### config.mk
export PLATFORM = sky130hd
export DESIGN_NAME = earthrise_top
export DESIGN_NICKNAME = d
export VERILOG_FILES = /design/src/er_pkg.sv /design/src/pix_if.sv /design/src/earthrise_top.sv /design/src/vram_writer.sv /design/src/draw_engine.sv /design/src/span_gen.sv /design/src/cmd_fetch.sv
export VERILOG_INCLUDE_DIRS = /design/src /design/src/src
export SDC_FILE = /design/constraint.sdc
export NUM_CORES = 1
export LEC_CHECK = 0
export ABC_AREA = 1
export BUFFER_PORTS_ARGS = -buffer_cell sky130_fd_sc_hd__buf_2
export CAP_MARGIN = 20
export CORE_MARGIN = 5
export CORE_UTILIZATION = 35
export CTS_BUF_LIST = sky130_fd_sc_hd__clkbuf_16
export DETAILED_ROUTE_END_ITERATION = 12
export MAX_ROUTING_LAYER = met4
export PLACE_DENSITY_LB_ADDON = 0.15
export SYNTH_ARGS = -nofsm -noshare
export SYNTH_HDL_FRONTEND = slang
export SYNTH_HIERARCHICAL = 1
export SYNTH_SLANG_ARGS = --single-unit
### constraint.sdc
create_clock -name clk -period 6.4 [get_ports clk]
set_input_delay 0.32 -clock clk [delete_from_list [all_inputs] [get_ports clk]]
set_output_delay 0.32 -clock clk [all_outputs]
set_load 0.05 [all_outputs]
### src/er_macros.svh
// ##################################################
// width and latency macros for the graphics engine
// ##################################################

`ifndef ER_MACROS_SVH
`define ER_MACROS_SVH

`define ER_CORDW    12  // signed coordinate width
`define ER_WORD     32  // vram and command word
`define ER_COLRW    8   // colour width
`define ER_VADDRW   16  // vram word address
`define ER_PCW      10  // command list byte address

// pixel strobe to vram write strobe
`define ER_ADDR_LAT 2

`endif
### src/er_pkg.sv
// ##################################################
// shared data types for the graphics engine
// opcode, function and engine state enums
// ##################################################

`include "er_macros.svh"

package er_pkg;

    typedef logic signed [`ER_CORDW-1:0] coord_t;
    typedef logic [`ER_COLRW-1:0]        colr_t;
    typedef logic [`ER_WORD-1:0]         word_t;
    typedef logic [`ER_VADDRW-1:0]       vaddr_t;
    typedef logic [`ER_PCW-1:0]          pc_t;   // byte address
    typedef logic [15:0]                 instr_t;
    typedef logic [4:0]                  bpp_t;

    typedef enum logic [3:0] {
        VX0 = 4'h0, VY0 = 4'h1, VX1 = 4'h2, VY1 = 4'h3,
        XT = 4'h8, YT = 4'h9, SETJ = 4'hA, CTRL = 4'hC, DRAW = 4'hD
    } opcode_e;

    typedef enum logic [3:0] {
        LCA = 4'h0, LCB = 4'h1, FCA = 4'h2, FCB = 4'h3,
        JUMP = 4'hA, NOP = 4'hC, STOP = 4'hE
    } ctrl_fun_e;

    typedef enum logic [3:0] {PIXEL = 4'h0, RECT = 4'h4, SPAN = 4'hF} draw_fun_e;

    typedef enum logic [3:0] {
        IDLE, FETCH, DECODE, EXEC, DONE, SPAN_RUN, RECT_ROW, RECT_RUN, JUMP_WAIT
    } eng_state_e;

endpackage

### src/pix_if.sv
// ##################################################
// pixel stream from draw engine to vram writer
// ##################################################

`timescale 1ns/100ps

interface pix_if import er_pkg::*; ();

    logic   drawing;  // one strobe per pixel
    coord_t x;
    coord_t y;
    colr_t  colr;

    modport src (output drawing, x, y, colr);
    modport dst (input drawing, x, y, colr);

endinterface

### src/earthrise_top.sv
// ##################################################
// graphics engine top level
// command fetch, draw engine, vram writer
// ##################################################

`timescale 1ns/100ps

module earthrise_top import er_pkg::*; (
    input  logic   clk,
    input  logic   rst,
    input  logic   start,
    input  coord_t canv_w,
    input  coord_t canv_h,
    input  bpp_t   canv_bpp,
    input  word_t  cmd_list,
    input  vaddr_t addr_base,
    output pc_t    pc,
    output vaddr_t vram_addr,
    output word_t  vram_din,
    output word_t  vram_wmask,
    output logic   busy,
    output logic   done,
    output logic   instr_invalid
);

    logic   advance, jump, restart, pc_end;
    pc_t    jump_addr;
    instr_t instr;

    pix_if pix ();

    cmd_fetch u_fetch (
        .clk       (clk),
        .rst       (rst),
        .cmd_list  (cmd_list),
        .advance   (advance),
        .jump      (jump),
        .jump_addr (jump_addr),
        .restart   (restart),
        .pc        (pc),
        .instr     (instr),
        .pc_end    (pc_end)
    );

    draw_engine u_engine (
        .clk           (clk),
        .rst           (rst),
        .start         (start),
        .instr         (instr),
        .pc_end        (pc_end),
        .advance       (advance),
        .jump          (jump),
        .jump_addr     (jump_addr),
        .restart       (restart),
        .busy          (busy),
        .done          (done),
        .instr_invalid (instr_invalid),
        .pix           (pix.src)
    );

    vram_writer u_writer (
        .clk        (clk),
        .rst        (rst),
        .canv_w     (canv_w),
        .canv_h     (canv_h),
        .canv_bpp   (canv_bpp),
        .addr_base  (addr_base),
        .pix        (pix.dst),
        .vram_addr  (vram_addr),
        .vram_din   (vram_din),
        .vram_wmask (vram_wmask)
    );

endmodule

### src/vram_writer.sv
// ##################################################
// vram writer: canvas clip, packed pixel address
// latency matched write mask and data
// ##################################################

`timescale 1ns/100ps

`include "er_macros.svh"

module vram_writer import er_pkg::*; (
    input  logic   clk,
    input  logic   rst,
    input  coord_t canv_w,
    input  coord_t canv_h,
    input  bpp_t   canv_bpp,
    input  vaddr_t addr_base,
    pix_if.dst     pix,
    output vaddr_t vram_addr,
    output word_t  vram_din,
    output word_t  vram_wmask
);

    localparam int LAT  = `ER_ADDR_LAT;
    localparam int IDXW = 2 * `ER_CORDW;

    logic [LAT-1:0]  we_sr;          // delayed pixel strobe
    colr_t           colr_sr [LAT];
    logic            clip_s1, clip_s2;
    logic [IDXW-1:0] idx_s1;         // y * width + x
    logic [IDXW+3:0] bit_off;
    logic [4:0]      shift_s2;       // pixel id * bpp
    logic [3:0]      bpp_eff;
    word_t           ones;

    always_comb begin
        case (canv_bpp)
            5'd1:    bpp_eff = 4'd1;
            5'd2:    bpp_eff = 4'd2;
            5'd4:    bpp_eff = 4'd4;
            5'd8:    bpp_eff = 4'd8;
            default: bpp_eff = 4'd4;  // unsupported depth
        endcase
    end

    assign bit_off = {4'd0, idx_s1} * {{IDXW{1'b0}}, bpp_eff};
    assign ones    = (word_t'(1) << bpp_eff) - word_t'(1);

    always_ff @(posedge clk) begin
        if (rst) begin
            we_sr <= '0;
        end else begin
            we_sr <= {we_sr[LAT-2:0], pix.drawing};
        end
    end

    always_ff @(posedge clk) begin
        colr_sr[0] <= pix.colr;
        for (int i = 1; i < LAT; i++) begin
            colr_sr[i] <= colr_sr[i-1];
        end
        // stage 1
        clip_s1 <= pix.x < 0 || pix.y < 0 || pix.x >= canv_w || pix.y >= canv_h;
        idx_s1  <= {{`ER_CORDW{1'b0}}, pix.y} * {{`ER_CORDW{1'b0}}, canv_w}
                 + {{`ER_CORDW{1'b0}}, pix.x};
        // stage 2
        clip_s2   <= clip_s1;
        shift_s2  <= bit_off[4:0];  // bit offset mod 32
        vram_addr <= addr_base + bit_off[`ER_VADDRW+4:5];
    end

    always_comb begin
        if (we_sr[LAT-1] && !clip_s2) begin
            vram_wmask = ones << shift_s2;
        end else begin
            vram_wmask = '0;
        end
        vram_din = (word_t'(colr_sr[LAT-1]) & ones) << shift_s2;
    end

endmodule

### src/draw_engine.sv
// ##################################################
// execution FSM, vertex and colour registers
// pixel, span and filled rectangle sequencing
// ##################################################

`timescale 1ns/100ps

`include "er_macros.svh"

module draw_engine import er_pkg::*; (
    input  logic   clk,
    input  logic   rst,
    input  logic   start,
    input  instr_t instr,
    input  logic   pc_end,
    output logic   advance,
    output logic   jump,
    output pc_t    jump_addr,
    output logic   restart,
    output logic   busy,
    output logic   done,
    output logic   instr_invalid,
    pix_if.src     pix
);

    eng_state_e state;
    opcode_e    opc;
    coord_t     imm12;
    colr_t      imm8;       // colour or draw options
    ctrl_fun_e  cfun;
    draw_fun_e  dfun;
    coord_t     tvx0, tvy0, tvx1, tvy1;  // translated vertices
    coord_t     xt, yt;
    colr_t      lca, lcb, fca, fcb;
    pc_t        jaddr;
    coord_t     rx0, rx1, ry1;  // sorted rectangle corners
    coord_t     rect_y;         // current rectangle row
    logic       sg_start, sg_valid, sg_done;
    coord_t     sg_x0, sg_x1, sg_x;

    assign imm8 = imm12[7:0];
    assign cfun = ctrl_fun_e'(imm12[11:8]);
    assign dfun = draw_fun_e'(imm12[11:8]);

    assign advance   = state == DECODE && !pc_end;
    assign jump      = state == EXEC && opc == CTRL && cfun == JUMP;
    assign jump_addr = jaddr;
    assign restart   = state == DONE;
    assign done      = state == DONE;

    // span starts straight from EXEC, rect rows from RECT_ROW
    assign sg_start = (state == EXEC && opc == DRAW && dfun == SPAN) || state == RECT_ROW;
    assign sg_x0    = (state == RECT_ROW) ? rx0 : tvx0;
    assign sg_x1    = (state == RECT_ROW) ? rx1 : tvx1;

    always_ff @(posedge clk) begin
        if (rst) begin
            state         <= IDLE;
            busy          <= 1'b0;
            instr_invalid <= 1'b0;
            pix.drawing   <= 1'b0;
            {lca, lcb, fca, fcb} <= {4{colr_t'(1)}};
            xt            <= '0;
            yt            <= '0;
            jaddr         <= '0;
        end else begin
            pix.drawing <= 1'b0;
            case (state)
                IDLE: if (start) begin
                    state         <= FETCH;
                    busy          <= 1'b1;
                    instr_invalid <= 1'b0;
                end
                FETCH: state <= DECODE;
                JUMP_WAIT: state <= FETCH;  // pc settles after the jump
                DECODE: begin
                    if (pc_end) begin
                        state <= DONE;  // ran off the end of the list
                    end else begin
                        state <= EXEC;
                        opc   <= opcode_e'(instr[15:12]);
                        imm12 <= instr[11:0];
                    end
                end
                EXEC: begin
                    state <= FETCH;
                    case (opc)
                        VX0:  tvx0  <= imm12 + xt;
                        VY0:  tvy0  <= imm12 + yt;
                        VX1:  tvx1  <= imm12 + xt;
                        VY1:  tvy1  <= imm12 + yt;
                        XT:   xt    <= imm12;
                        YT:   yt    <= imm12;
                        SETJ: jaddr <= imm12[`ER_PCW-1:0];
                        CTRL: begin
                            case (cfun)
                                LCA:  lca   <= imm8;
                                LCB:  lcb   <= imm8;
                                FCA:  fca   <= imm8;
                                FCB:  fcb   <= imm8;
                                JUMP: state <= JUMP_WAIT;
                                NOP:  state <= FETCH;
                                STOP: state <= DONE;
                                default: begin
                                    state         <= DONE;
                                    instr_invalid <= 1'b1;
                                end
                            endcase
                        end
                        DRAW: begin
                            // bit 0 picks fill, bit 1 picks colour b
                            pix.colr <= imm8[0] ? (imm8[1] ? fcb : fca) : (imm8[1] ? lcb : lca);
                            case (dfun)
                                PIXEL: begin
                                    pix.x       <= tvx0;
                                    pix.y       <= tvy0;
                                    pix.drawing <= 1'b1;
                                end
                                SPAN: begin
                                    pix.y <= tvy0;
                                    state <= SPAN_RUN;
                                end
                                RECT: begin
                                    rx0    <= (tvx0 < tvx1) ? tvx0 : tvx1;
                                    rx1    <= (tvx0 < tvx1) ? tvx1 : tvx0;
                                    rect_y <= (tvy0 < tvy1) ? tvy0 : tvy1;
                                    ry1    <= (tvy0 < tvy1) ? tvy1 : tvy0;
                                    state  <= RECT_ROW;
                                end
                                default: begin
                                    state         <= DONE;
                                    instr_invalid <= 1'b1;
                                end
                            endcase
                        end
                        default: begin
                            state         <= DONE;
                            instr_invalid <= 1'b1;
                        end
                    endcase
                end
                SPAN_RUN: begin
                    pix.drawing <= sg_valid;
                    pix.x       <= sg_x;
                    if (sg_done) state <= DECODE;  // pc already points past it
                end
                RECT_ROW: begin
                    pix.y <= rect_y;  // last pixel of the previous row leaves this cycle
                    state <= RECT_RUN;
                end
                RECT_RUN: begin
                    pix.drawing <= sg_valid;
                    pix.x       <= sg_x;
                    if (sg_done) begin
                        if (rect_y == ry1) begin
                            state <= DECODE;
                        end else begin
                            rect_y <= rect_y + coord_t'(1);
                            state  <= RECT_ROW;
                        end
                    end
                end
                DONE: begin
                    state <= IDLE;
                    busy  <= 1'b0;
                end
                default: state <= IDLE;
            endcase
        end
    end

    span_gen u_span (
        .clk   (clk),
        .rst   (rst),
        .start (sg_start),
        .x0    (sg_x0),
        .x1    (sg_x1),
        .x     (sg_x),
        .valid (sg_valid),
        .done  (sg_done)
    );

endmodule

### src/span_gen.sv
// ##################################################
// horizontal span stepper, one x per cycle
// ##################################################

`timescale 1ns/100ps

module span_gen import er_pkg::*; (
    input  logic   clk,
    input  logic   rst,
    input  logic   start,
    input  coord_t x0,
    input  coord_t x1,
    output coord_t x,
    output logic   valid,
    output logic   done
);

    coord_t x_end;
    coord_t x_nxt;
    logic   active;  // more pixels to come

    assign x_nxt = x + coord_t'(1);

    always_ff @(posedge clk) begin
        if (rst) begin
            active <= 1'b0;
            valid  <= 1'b0;
            done   <= 1'b0;
        end else if (start) begin
            active <= x0 < x1;
            valid  <= x0 <= x1;  // reversed span gives a bare done
            done   <= x0 >= x1;
        end else if (active) begin
            active <= x_nxt != x_end;
            valid  <= 1'b1;
            done   <= x_nxt == x_end;
        end else begin
            valid <= 1'b0;
            done  <= 1'b0;
        end
    end

    always_ff @(posedge clk) begin
        if (start) begin
            x     <= x0;
            x_end <= x1;
        end else if (active) begin
            x <= x_nxt;
        end
    end

endmodule

### src/cmd_fetch.sv
// ##################################################
// command list fetch
// program counter with overflow bit, jump, restart
// ##################################################

`timescale 1ns/100ps

`include "er_macros.svh"

module cmd_fetch import er_pkg::*; (
    input  logic   clk,
    input  logic   rst,
    input  word_t  cmd_list,
    input  logic   advance,
    input  logic   jump,
    input  pc_t    jump_addr,
    input  logic   restart,
    output pc_t    pc,
    output instr_t instr,
    output logic   pc_end
);

    logic [`ER_PCW:0] pc_reg;  // msb flags list overflow

    always_ff @(posedge clk) begin
        if (rst) begin
            pc_reg <= '0;
        end else if (restart) begin
            pc_reg <= '0;  // every run starts at address 0
        end else if (jump) begin
            pc_reg <= {1'b0, jump_addr};
        end else if (advance) begin
            pc_reg <= pc_reg + 2'd2;  // 16-bit instructions
        end
    end

    assign pc     = pc_reg[`ER_PCW-1:0];
    assign pc_end = pc_reg[`ER_PCW];

    // two instructions per word, pc bit 1 picks the half
    assign instr = pc[1] ? cmd_list[`ER_WORD-1:`ER_WORD/2] : cmd_list[`ER_WORD/2-1:0];

endmodule

# Yosys cells after proc, flatten, opt, wreduce, memory -nomap -nowiden
# Memory sizes are Yosys's and may differ from the RTL's.
# Index checks and enable logic that the tools add are counted.
dict set report op_classes {
  n_addsub 8
  magnitude_cmp 9
  n_bitwise 3
  n_eq_ne 41
  n_shift 3
  reduce_logical 50
  mul 2
  mux 52
}
# cell count
set ops {}
lappend ops {{$mux W12} 16}
lappend ops {{$pmux W12 S2} 3}
lappend ops {{$shl A32 B5 Y32} 2}
lappend ops {{$eq A4 B4 Y1 const B} 10}
lappend ops {{$ge A12 B12 Y1} 3}
lappend ops {{$lt A12 B12 Y1} 3}
lappend ops {{$reduce_and A3 Y1} 11}
lappend ops {{$and A8 B32 Y32} 1}
lappend ops {{$mux W32} 1}
lappend ops {{$pmux W4 S8} 1}
lappend ops {{$shl A1 B4 Y32 const A} 1}
lappend ops {{$sub A32 B1 Y32 const B} 1}
lappend ops {{$add A12 B12 Y12} 2}
lappend ops {{$add A12 B2 Y12 const B} 2}
lappend ops {{$add A24 B12 Y24} 1}
lappend ops {{$eq A12 B12 Y1} 2}
lappend ops {{$eq A4 B2 Y1 const B} 6}
lappend ops {{$lt A12 B1 Y1 const B} 2}
lappend ops {{$mul A12 B12 Y24} 1}
lappend ops {{$mul A24 B4 Y21} 1}
lappend ops {{$mux W8} 3}
lappend ops {{$pmux W4 S3} 2}
lappend ops {{$eq A4 B3 Y1 const B} 5}
lappend ops {{$mux W10} 2}
lappend ops {{other kinds (32)} 86}
dict set report word_totals {
  ff_bits 304
  mem_bits_rw 16
  inputBits 80
  n_memories 1
}
# memory words width rd rd_ports_with_merged_regs wr line
set mem_list {}
lappend mem_list {u_writer.colr_sr 2 8 2 0 2 vram_writer.sv:27} ;# colr_t colr_sr [LAT];

# Logic depth before layout (Yosys ltp)
# Gate-level depths: netlist of run 1.
dict set report logic_depth {
  depth_word 6
  mapped_depth 31
  ltp_nobuf 30
}

# Hierarchy
# The synthesis of run 1 kept the hierarchy.
# module instances seq_area_each_um2 cells_per_inst area_per_inst_um2
set by_module_without_submodules {}
lappend by_module_without_submodules {vram_writer 1 1241.2 1628 11456.0}
lappend by_module_without_submodules {draw_engine 1 5785.5 1241 11081.9}
lappend by_module_without_submodules {span_gen 1 780.7 243 1951.9}
lappend by_module_without_submodules {cmd_fetch 1 220.2 138 820.8}

# Worst setup path after synthesis of run 1
# OpenSTA, ideal clock, no wires.
dict set report synth_path {
  path_type {register to register}
  from {register u_engine.pix.y[8]}
  to {register u_writer.idx_s1[16]}
  t_arrival_ps 4584
  path_stages_with_launch 19
  setup_slack_ps 1744
  cell_sequence {edfxtp_1 > clkbuf_1 > nand2_1 > fa_1 > inv_1 > fa_1 > inv_1 > fa_1 > inv_1 > fa_1 > fa_1 > ha_1 > nand2_1 > nor2_1 > nand4_1 > o211ai_1 > nand2_1 > o21bai_1 > xor2_1}
}
dict set report synth_via {
  elab_chain_cells 2
}
# item line
set synth_rtl {}
lappend synth_rtl {{from (decl)} pix_if.sv:14} ;# modport src (output drawing, x, y, colr);
lappend synth_rtl {{from (signal assigned)} draw_engine.sv:116} ;# pix.y <= tvy0;
lappend synth_rtl {{from (signal assigned)} draw_engine.sv:120} ;# pix.y <= tvy0;
lappend synth_rtl {{from (signal assigned)} draw_engine.sv:148} ;# pix.y <= rect_y;
lappend synth_rtl {{$mul A12 B12 Y24} vram_writer.sv:63} ;# idx_s1 <= {{`ER_CORDW{1'b0}}, pix.y} * {{`ER_CORDW{1'b0}}, canv_w}
lappend synth_rtl {{$add A24 B12 Y24} vram_writer.sv:63}
lappend synth_rtl {{to (signal assigned)} vram_writer.sv:63}
lappend synth_rtl {{to (decl)} vram_writer.sv:29} ;# logic [IDXW-1:0] idx_s1;
# No other way between the ends.
# A chain may end at the register's enable or synchronous reset.

# Final worst setup path of run 1
# Ends and elaborated chain as after synthesis.

==> reports/metrics.cfg, run 1 <==
[outcome]
status = completed

[timing]
worstMarginPinSlew_ns = 0.973
rsz0062_at_grt = no
post-route-period-util_pct = 80.3
holdWs_ns = 0.0374
slew_headroom_pct = 35.0
fin_skew_ns = 0.0256
layout_min_cycle_time_ns = 5.14
final-hold-violation-count = 0
setup_viol = 0
slew_violations = 0
final.setup.tns_ns = 0
fmaxAchievable_ghz = 0.195

[worst_setup_path]
setup.worst_path.end = u_writer/idx_s1[16]
crit_arrival_ns = 5.62
cp-end-kind = register
path_depth = 17
cp-start-kind = register
path_delay_family = adder cells
r2r_end = u_writer/idx_s1[16]
reg2reg_from = u_engine/pix.y[8]
crit_buf_inv = 3
cpMaxStageDelayCell = edfxtp_1
cp.required_ns = 6.88
critPathMaxStageDelay_ns = 0.77
regToRegSetupSlack_ns = 1.26
path_cells = nand2_1, fa_1, fa_1, inv_1, fa_1, inv_1, fa_1, inv_1, fa_1, ha_1, nand2_1, nor2_1, nand4_1, o211ai_1, nand2_1, o21bai_1, xor2_1
cp-startpoint = u_engine/pix.y[8]
cp_max_fo = 13
cp_common_cell = fa_1
reg2reg_depth = 17
critical_path_class = reg -> reg

[cells_and_area]
largest_reg_flops = 21
reg_top3 = u_writer/idx_s1 x21, u_writer/colr_sr x16, u_writer/vram_addr x16
largest-register = u_writer/idx_s1
num-nets-final = 3795
area_delta_synth_final_pct = 12.3
layout_commonest_cell = nand2_1
most-common-layout-cells = nand2_1, inv_1, nand3_1
layout-drive-gt1-share_pct = 11.3

[synth]
synth-simple-area-share_pct = 24.6
synth-xor-area-share_pct = 3.10
yosys.area.top_type = edfxtp_1
netlist_top_cells_area = edfxtp_1, dfxtp_1, fa_1
synth-compound-area-share_pct = 10.0
synthCells = 3250
synth.avg_cell_area_sq_um = 7.79
yosys_most_used_dff = edfxtp_1
synth_fa_ha_area_share_pct = 20.3
muxShareOfSynthArea_pct = 0
yosysWarnings = 6
ys_seq_area_share_pct = 31.7
ys_async_sr_fraction_pct = 0
synth_top_family_by_area = simple AND/OR/NAND/NOR gates
synth-edff-count = 168
yosysTopAreaCellShare_pct = 19.9
synth_cell_types = 57
ys_seq_elements = 317
netlist_area_sq_um = 25300

[power]
ir_drop_mv = 0.254
p_leak_nw = 13.9
comb_power_share_pct = 40.7
power_density_nw_per_um2 = 272
internal_power_mw = 4.63
sw_frac_of_total_pct = 40.2
power.switching_mw = 3.11
seqPwrFrac_pct = 31.8
finalPower_mw = 7.74
p_clk_share_pct = 27.6

[worst_hold_path]
min_path_cells = 3
min_path_type = in -> reg

[run]
cap_viol_max_count = 0

[global_routing]
grtUsageTotal_pct = 17.8
first_global_vias = 20500
grt_pass1_wl_um = 111000
grt_max_degree = 65
antenna_found_initial = 1
overflow = 0

[route]
routed_wl_um = 68000
drc = 0
via_per_inst = 4.76
vias = 20800
drtPass1Iterations = 6
wire_per_inst_um = 15.6
ant_nets = 0
drt_iter0_drc = 1467

[floorplan]
die_w_um = 279
ios = 173
initial_core_util_pct = 35.3
die_area_sq_um = 77800
fp.coreArea_sq_um = 71600
rows = 98
dieHeight_um = 279

[cts]
cts-root-buf = clkbuf_16
clk_pin_slew_ns = 0.06
worstSkewPairLatency_ns = 0.56
cts_max_path_buffers = 3
cts_buffers = 38
cts_tree = yes
htreeDepth = 2
clock_sinks = 317
cts_resized = 0

[placement]
port_buffers = 172
dp_hpwl_um = 53000
gp_congestion = 0.880

-- cell type report --
type | instances | area (sq um)
antenna | 1 | 2.50
tap | 950 | 1190
multi-input combinational | 2287 | 14700
fill | 7554 | 43200
inverter | 536 | 2020
clock buffer | 38 | 951
timing repair buffer | 212 | 1220
clock inverter | 30 | 283
sequential | 317 | 8030
-- metal layers --
layer,GRT usage [%],part of all wire (%),vias up
met1,23.1,46,9635
met4,4.31,2.2,0
li1,-,-,10700
met5,-,0,-
met3,2.07,3.9,81
met2,30.1,48,403
-- how the worst min path moves through the flow --
stage,from,to,slack [ns]
floorplan,u_writer/clip_s1,u_writer/clip_s2,0.31
global placement,u_writer/colr_sr[0][6],u_writer/colr_sr[0][14],0.31
detailed placement,u_writer/colr_sr[0][4],u_writer/colr_sr[0][12],0.32
CTS,cmd_list[4],u_engine/imm12[4],0.00004
global route,cmd_list[17],u_engine/imm12[1],0.03
finish,cmd_list[5],u_engine/imm12[5],0.04
-- power groups by stage --
stage | clock (mW) | sequential (mW) | combinational (mW)
detailed placement | 0 | 2.51 | 3.16
finish | 2.13 | 2.46 | 3.15
global placement | 0 | 2.51 | 3.18
floorplan | 0 | 2.64 | 2.20
global route | 2.30 | 2.48 | 3.60
CTS | 2.21 | 2.46 | 3.20
-- kinds of logic (layout without fill, tap and decap cells) --
family,Yosys count,count (layout)
AOI/OAI and AO/OA,457,457
xor gates and xnor gates,88,88
adders and majority gates,323,323
buffers and inverters,647,816
DFF,317,317
other,2,4
and+or+nand+nor,1416,1416
-- tightest hold or removal path, cell delays in order --
cell and delay (ns):
buf_2 0.07, nand2_1 0.04, nand2_1 0.05
-- synthesized netlist by cell type (all sizes together) (33+ instances only) --
cell / count
edfxtp: 168
clkbuf: 56
xor2: 54
buf: 55
nor2: 281
a21oi: 189
fa: 147
nand2: 802
dfxtp: 149
nand3: 265
xnor2: 33
ha: 176
o21ai: 199
inv: 533
-- repair_timing --
item	4_1_cts	5_1_grt
buffers inserted	0	0
hold endpoints to repair	14	0
hold buffers	22	0
-- through the flow --
step,instances,worst slack (ns),utilization [%],area [sq um]
3_3_place_gp,4276,0.847,37.6,26900
4_1_cts,4369,1.27,39.7,28400
5_1_grt,4371,0.778,39.7,28400
2_1_floorplan,3251,1.74,-,25300
6_report,4371,1.26,39.7,28400
3_5_place_dp,4279,0.782,37.6,27000
Note: power is estimated with default switching activity, not from simulation.
==> run 2, diff against run 1 <==
clock period = 4.1 ns   (was 6.4 ns; I/O delays follow)
==> run 2 against run 1 <==
The run now ends with setup timing left. Sequential share of layout area down 2.8 points. Utilization up 4.5 points. Final area up 11%. Critical path depth is 5 higher. Clock power rose by 65%. Via count is 4.5% higher. Register-to-register slack worse by 1.7 ns. Highest routed layer unchanged. Cell count is 5.9% higher. Worst setup slack lost 1.7 ns. Routed wire length grew 2.9%. Non-clock buffer count rose by 258.
==> reports/metrics.cfg, run 2 (same netlist as run 1, synthesis figures left out) <==
[outcome]
status = complete, but fails checks
violations = setup timing

[cts]
cts-root-buf = clkbuf_16
htreeDepth = 2  ; unchanged
cts_max_path_buffers = 3  ; unchanged
cts_buffers = 39  ; +2.6%
cts_tree = yes
clk_pin_slew_ns = 0.07  ; about the same
clock_sinks = 317  ; unchanged
worstSkewPairLatency_ns = 0.55  ; about the same

[timing]
post-route-period-util_pct = 111  ; +31 points
layout_min_cycle_time_ns = 4.56  ; -0.577 ns
fin_skew_ns = 0.0158  ; -0.00990 ns
final-hold-violation-count = 0  ; unchanged
rsz0062_at_grt = yes
finalWorstSetupSlack_ns = -0.461  ; -1.72 ns
setup_viol = 13  ; +13
slew_headroom_pct = 29.3  ; -5.7 points
fmaxAchievable_ghz = 0.219  ; +13%
slew_violations = 0  ; unchanged
final.setup.tns_ns = -4.39  ; -4.39 ns
worstMarginPinSlew_ns = 1.06  ; +0.0853 ns
holdWs_ns = 0.0395  ; +0.00217 ns

[placement]
dpl_cell_area_sq_um = 28800  ; +6.9%
dp_hpwl_um = 54900  ; +3.6%
dp_cells = 4481  ; +4.7%
gp_congestion = 0.862  ; -2.0%
pre_cts_ws_ns = -0.568  ; -1.35 ns
port_buffers = 172  ; unchanged

[worst_setup_path]
critPathMaxStageDelay_ns = 0.54  ; -0.23 ns
cp-startpoint = u_engine/pix.y[4]
path_cells = buf_6, nand2_2, inv_2, fa_1, inv_1, fa_1, fa_1, fa_1, inv_2, fa_1, ha_4, nand2_2, nand2_1, inv_2, nor2_2, a211oi_2, buf_4, inv_2, a21oi_2, nand2_1, nand2_1, nand2_1
crit_arrival_ns = 5.01  ; -0.61 ns
critical_path_class = reg -> reg
cp_common_cell = fa_1
reg2reg_from = u_engine/pix.y[4]
cp-end-kind = register
cp_max_fo = 4  ; -9
cp.required_ns = 4.55  ; -2.33 ns
cpMaxStageDelayCell = fa_1
cp-start-kind = register

[floorplan]
die_w_um = 279  ; unchanged
rows = 98  ; unchanged
die_area_sq_um = 77800  ; unchanged
ios = 173  ; unchanged
fp.coreArea_sq_um = 71600  ; unchanged
initial_core_util_pct = 35.3  ; unchanged
dieHeight_um = 279  ; unchanged

[cells_and_area]
largest_reg_flops = 21  ; unchanged
nFillCells = 7331  ; -3.0%
num-nets-final = 4054  ; +6.8%
multiInputGateArea_sq_um = 15800  ; +7.2%
layout_commonest_cell = nand2_1
diodes = 0  ; -1
layout-drive-gt1-share_pct = 22.9  ; +12 points
largest-register = u_writer/idx_s1
final_cells = 4631  ; +5.9%
final_cell_area_sq_um = 31600  ; +11%
seqCellArea_sq_um = 8040  ; +0.11%
most-common-layout-cells = nand2_1, inv_1, nand3_1
area_delta_synth_final_pct = 25.0
reg_top3 = u_writer/idx_s1 x21, u_writer/colr_sr x16, u_writer/vram_addr x16

[global_routing]
overflow = 0  ; unchanged
grt_max_degree = 62  ; -4.6%
antenna_found_initial = 0  ; -1
grtUsageTotal_pct = 18.1  ; +0.30 points
first_global_vias = 21400  ; +4.4%
grt_pass1_wl_um = 113000  ; +1.9%

[route]
vias = 21800  ; +4.5%
routed_wl_um = 70000  ; +2.9%
ant_nets = 0  ; unchanged
via_per_inst = 4.70  ; -1.3%
drt_iter0_drc = 1145  ; -22%
drtPass1Iterations = 6  ; unchanged
drc = 0  ; unchanged
wire_per_inst_um = 15.1  ; -2.9%

[power]
p_leak_nw = 15.3  ; +10%
ir_drop_mv = 0.607  ; +140%
power_density_nw_per_um2 = 477  ; +75%

[run]
cap_viol_max_count = 0  ; unchanged

[worst_hold_path]
hp-start = start
min_path_type = in -> reg

[run 2: layout make-up]
type | instances | share of cell area (%)
clock inverters | 30 | 0.878
well taps | 950 | 3.76
repair buffers | 470 | 10.4
inverters | 536 | 6.41
flip-flops and latches | 317 | 25.4
multi-input cells | 2287 | 49.9
clock buffers | 41 | 3.24
[run 2: critical path, delay by kind of cell (launching register included)]
family | cells | cell delay [ns]
compound gates | 2 | 0.35
fa+ha+maj | 6 | 2.68
buf+inv | 7 | 0.54
flops | 1 | 0.51
simple gates | 7 | 0.37
[run 2: where the power goes]
part | leakage, nW | internal, mW | total, mW | switching [mW]
sequential | 2.73 | 3.64 | 3.90 | 0.252
combinational | 12.0 | 3.47 | 7.69 | 4.21
clock | 0.658 | 2.08 | 3.51 | 1.43
[run 2: timing repair]
item,4_1_cts,5_1_grt
pin swaps,12,128
hold buffers,34,0
endpoints found under the hold margin,18,0
cloned,0,0
setup endpoints to repair,20,26
gates resized for setup,34,193
setup buffers,10,38
[run 2: routing by layer]
layer | routed length [um] | track usage, % | vias to the layer above
met2 | 34000 | 30.8 | 347
met5 | 0 | - | -
met4 | 1610 | 4.20 | 0
met3 | 2200 | 1.97 | 87
met1 | 32200 | 23.4 | 10100
li1 | - | - | 11200
[run 2: worst paths after layout]
| kind | end | slack, ns | cells after the start |
|---|---|---|---|
| worst max-delay path | u_writer/idx_s1[19] | -0.46 | 22 |
| worst min register to register | u_writer/colr_sr[0][9] | 0.33 | 0 |
| worst max register to register | u_writer/idx_s1[19] | -0.46 | 22 |
| worst min-delay path | u_engine/busy | 0.04 | 3 |
[run 2: metrics by stage]
stage          total power, mW  utilization, %
6_report                  15.1            44.2
5_1_grt                   16.2            44.2
4_1_cts                   14.3            42.8
3_5_place_dp              10.4            40.2
3_3_place_gp              10.4            40.2
2_1_floorplan             7.94               -
==> run 3, diff against run 2 <==
clock period = 4.5 ns   (was 4.1 ns; I/O delays follow)
==> run 3 against run 2 <==
The flow still finishes with violations (setup timing). Register-to-register slack improved by 0.35 ns. First-iteration DRC count is 33% higher. Combinational power fell by 18%. Critical path depth down 4. Clock skew is 0.013 ns higher. Power fell by 15%. Non-clock buffer count down 39. Via count down 0.70%. Die area stayed put. Count of clock-buffer cells in the layout down 3. Global-route usage down 0.17 points. Flip-flop and latch count is the same. Critical path type unchanged. Highest routed layer unchanged.
==> reports/metrics.cfg, run 3 (same netlist as run 1, synthesis figures left out) <==
[power]
comb_power_share_pct = 48.9  ; -2.0 points
power_density_nw_per_um2 = 423  ; -11%
p_clk_share_pct = 23.9  ; +0.7 points
seqPwrFrac_pct = 27.2  ; +1.4 points
sw_frac_of_total_pct = 38.7  ; -0.40 points
ir_drop_mv = 0.427  ; -30%
internal_power_mw = 7.91  ; -14%
power.switching_mw = 4.98  ; -15%
p_leak_nw = 15.0  ; -2.0%

[floorplan]
ios = 173  ; unchanged
dieHeight_um = 279  ; unchanged
die_area_sq_um = 77800  ; unchanged
initial_core_util_pct = 35.3  ; unchanged
die_w_um = 279  ; unchanged
rows = 98  ; unchanged
fp.coreArea_sq_um = 71600  ; unchanged

[cells_and_area]
diodes = 0  ; unchanged
layout_commonest_cell = nand2_1
largest_reg_flops = 21  ; unchanged
largest-register = u_writer/idx_s1
area_delta_synth_final_pct = 20.5
nFillCells = 7480  ; +2.0%
multiInputGateArea_sq_um = 15100  ; -4.6%
num-nets-final = 4014  ; -0.99%
reg_top3 = u_writer/idx_s1 x21, u_writer/colr_sr x16, u_writer/vram_addr x16
layout-drive-gt1-share_pct = 18.0  ; -4.9 points
final_core_util_pct = 42.6  ; -1.6 points
seqCellArea_sq_um = 8030  ; -0.11%
most-common-layout-cells = nand2_1, inv_1, nand3_1

[timing]
fin_skew_ns = 0.0289  ; +0.0131 ns
post-route-period-util_pct = 102  ; -8.8 points
layout_min_cycle_time_ns = 4.61  ; +0.0488 ns
final-hold-violation-count = 0  ; unchanged
final.setup.tns_ns = -0.548  ; +3.84 ns
slew_headroom_pct = 29.5  ; +0.14 points
rsz0062_at_grt = yes
fmaxAchievable_ghz = 0.217  ; -1.1%
finalWorstSetupSlack_ns = -0.110  ; +0.351 ns
slew_violations = 0  ; unchanged
setup_viol = 7  ; -6
worstMarginPinSlew_ns = 1.05  ; -0.00487 ns

[worst_setup_path]
crit_arrival_ns = 5.11  ; +0.10 ns
reg2reg_depth = 18  ; -18%
cp_max_fo = 7  ; +3
r2r_end = u_writer/idx_s1[16]
reg2reg_from = u_engine/pix.y[7]
cp-start-kind = register
regToRegSetupSlack_ns = -0.11  ; +0.35 ns
cp.required_ns = 5.00  ; +0.45 ns
critical_path_class = reg -> reg
cp-end-kind = register

[global_routing]
overflow = 0  ; unchanged
first_global_vias = 21400  ; -0.33%
grtUsageTotal_pct = 18.0  ; -0.17 points
antenna_found_initial = 0  ; unchanged
grt_max_degree = 64  ; +3.2%
grt_pass1_wl_um = 112000  ; -0.94%

[worst_hold_path]
min_path_cells = 3  ; unchanged
hold_end = u_engine/busy
min_path_type = in -> reg
hp-start = start

[route]
wire_per_inst_um = 15.1  ; -0.24%
vias = 21600  ; -0.70%
ant_nets = 0  ; unchanged
routed_wl_um = 69200  ; -1.1%
drc = 0  ; unchanged
drtPass1Iterations = 5  ; -1
drt_iter0_drc = 1518  ; +33%
via_per_inst = 4.71  ; +0.19%

[cts]
cts_tree = yes
cts_buffers = 38  ; -2.6%
cts_max_path_buffers = 3  ; unchanged
clk_pin_slew_ns = 0.06  ; about the same
clock_sinks = 317  ; unchanged
worstSkewPairLatency_ns = 0.57  ; +0.02 ns
cts-root-buf = clkbuf_16
htreeDepth = 2  ; unchanged

[placement]
gp_congestion = 0.875  ; +1.5%
port_buffers = 172  ; unchanged
dp_hpwl_um = 54700  ; -0.40%

[run]
cap_viol_max_count = 0  ; unchanged

[outcome]
violations = setup timing
status = complete, but fails checks

run 3: cell types whose count changed in the layout (fill, tap and decap cells not counted), sizes merged:
cell	change
clkinvlp	-2
clkinv	+1
buf	-39
inv	+2
clkbuf	-3
run 3: how the worst max path moves through the flow:
stage,slack (ns),from,to
CTS,-0.15,u_engine/pix.y[5],u_writer/idx_s1[16]
detailed placement,-0.31,u_engine/pix.y[11],u_writer/idx_s1[16]
global route,-0.38,u_engine/pix.y[10],u_writer/idx_s1[16]
finish,-0.11,u_engine/pix.y[7],u_writer/idx_s1[16]
global placement,-0.26,canv_bpp[1],u_writer/vram_addr[15]
floorplan,0.002,u_engine/pix.y[7],u_writer/idx_s1[16]
run 3: metrics by stage:
step	cell area, sq um	instances	worst slack [ns]	hold WS, ns	power (mW)
2_1_floorplan	25400	3251	0.00177	0.287	6.95
3_3_place_gp	28300	4457	-0.257	0.312	9.17
3_5_place_dp	28300	4457	-0.315	0.312	9.17
4_1_cts	30200	4577	-0.147	0.0263	12.8
5_1_grt	30500	4590	-0.376	0.0487	13.9
6_report	30500	4590	-0.110	0.0759	12.9
run 3: layout make-up:
type | count | area share [%]
multi-input cells | 2287 | 49.4
flip-flops and latches | 317 | 26.3
repair buffers | 431 | 9.64
inverters | 536 | 6.62
well taps | 950 | 3.90
clock buffers | 38 | 3.12
clock inverters | 31 | 0.956
run 3: worst max-delay path, stage by stage, from the launching register on:
cell	delay, ns
edfxtp_1	0.39
buf_6	0.16
nand2_1	0.07
fa_1	0.52
inv_1	0.07
fa_1	0.49
inv_1	0.06
fa_1	0.49
inv_1	0.05
fa_1	0.46
fa_1	0.51
ha_4	0.29
nand2_2	0.08
nor2_4	0.13
nand4_1	0.12
o211ai_1	0.25
nand2_1	0.11
o21bai_1	0.17
xor2_1	0.15
run 3: power by group through the flow:
| stage | combinational (mW) | sequential (mW) | clock [mW] |
|---|---|---|---|
| after floorplan | 3.20 | 3.75 | 0 |
| after global placement | 5.59 | 3.58 | 0 |
| after detailed placement | 5.60 | 3.57 | 0 |
| after CTS | 6.07 | 3.51 | 3.20 |
| after global routing | 7.05 | 3.54 | 3.30 |
| final | 6.31 | 3.51 | 3.08 |
run 3: what timing repair did:
action / in CTS / in global routing
endpoints found under the setup margin: 11 / 19
hold buffers: 34 / 0
pin swaps: 33 / 30
setup buffers: 17 / 10
resized for setup: 43 / 54
endpoints found under the hold margin: 18 / 0
run 3: per-layer routing:
metal  up-vias  wire, um  share of wire [%]  track usage [%]
li1      11100         -                  -                -
met5         -         0                  0                -
met2       356     33800                 49             30.9
met1     10000     31700                 46             23.1
met4         0      1250                1.8             3.51
met3        80      2400                3.5             2.01
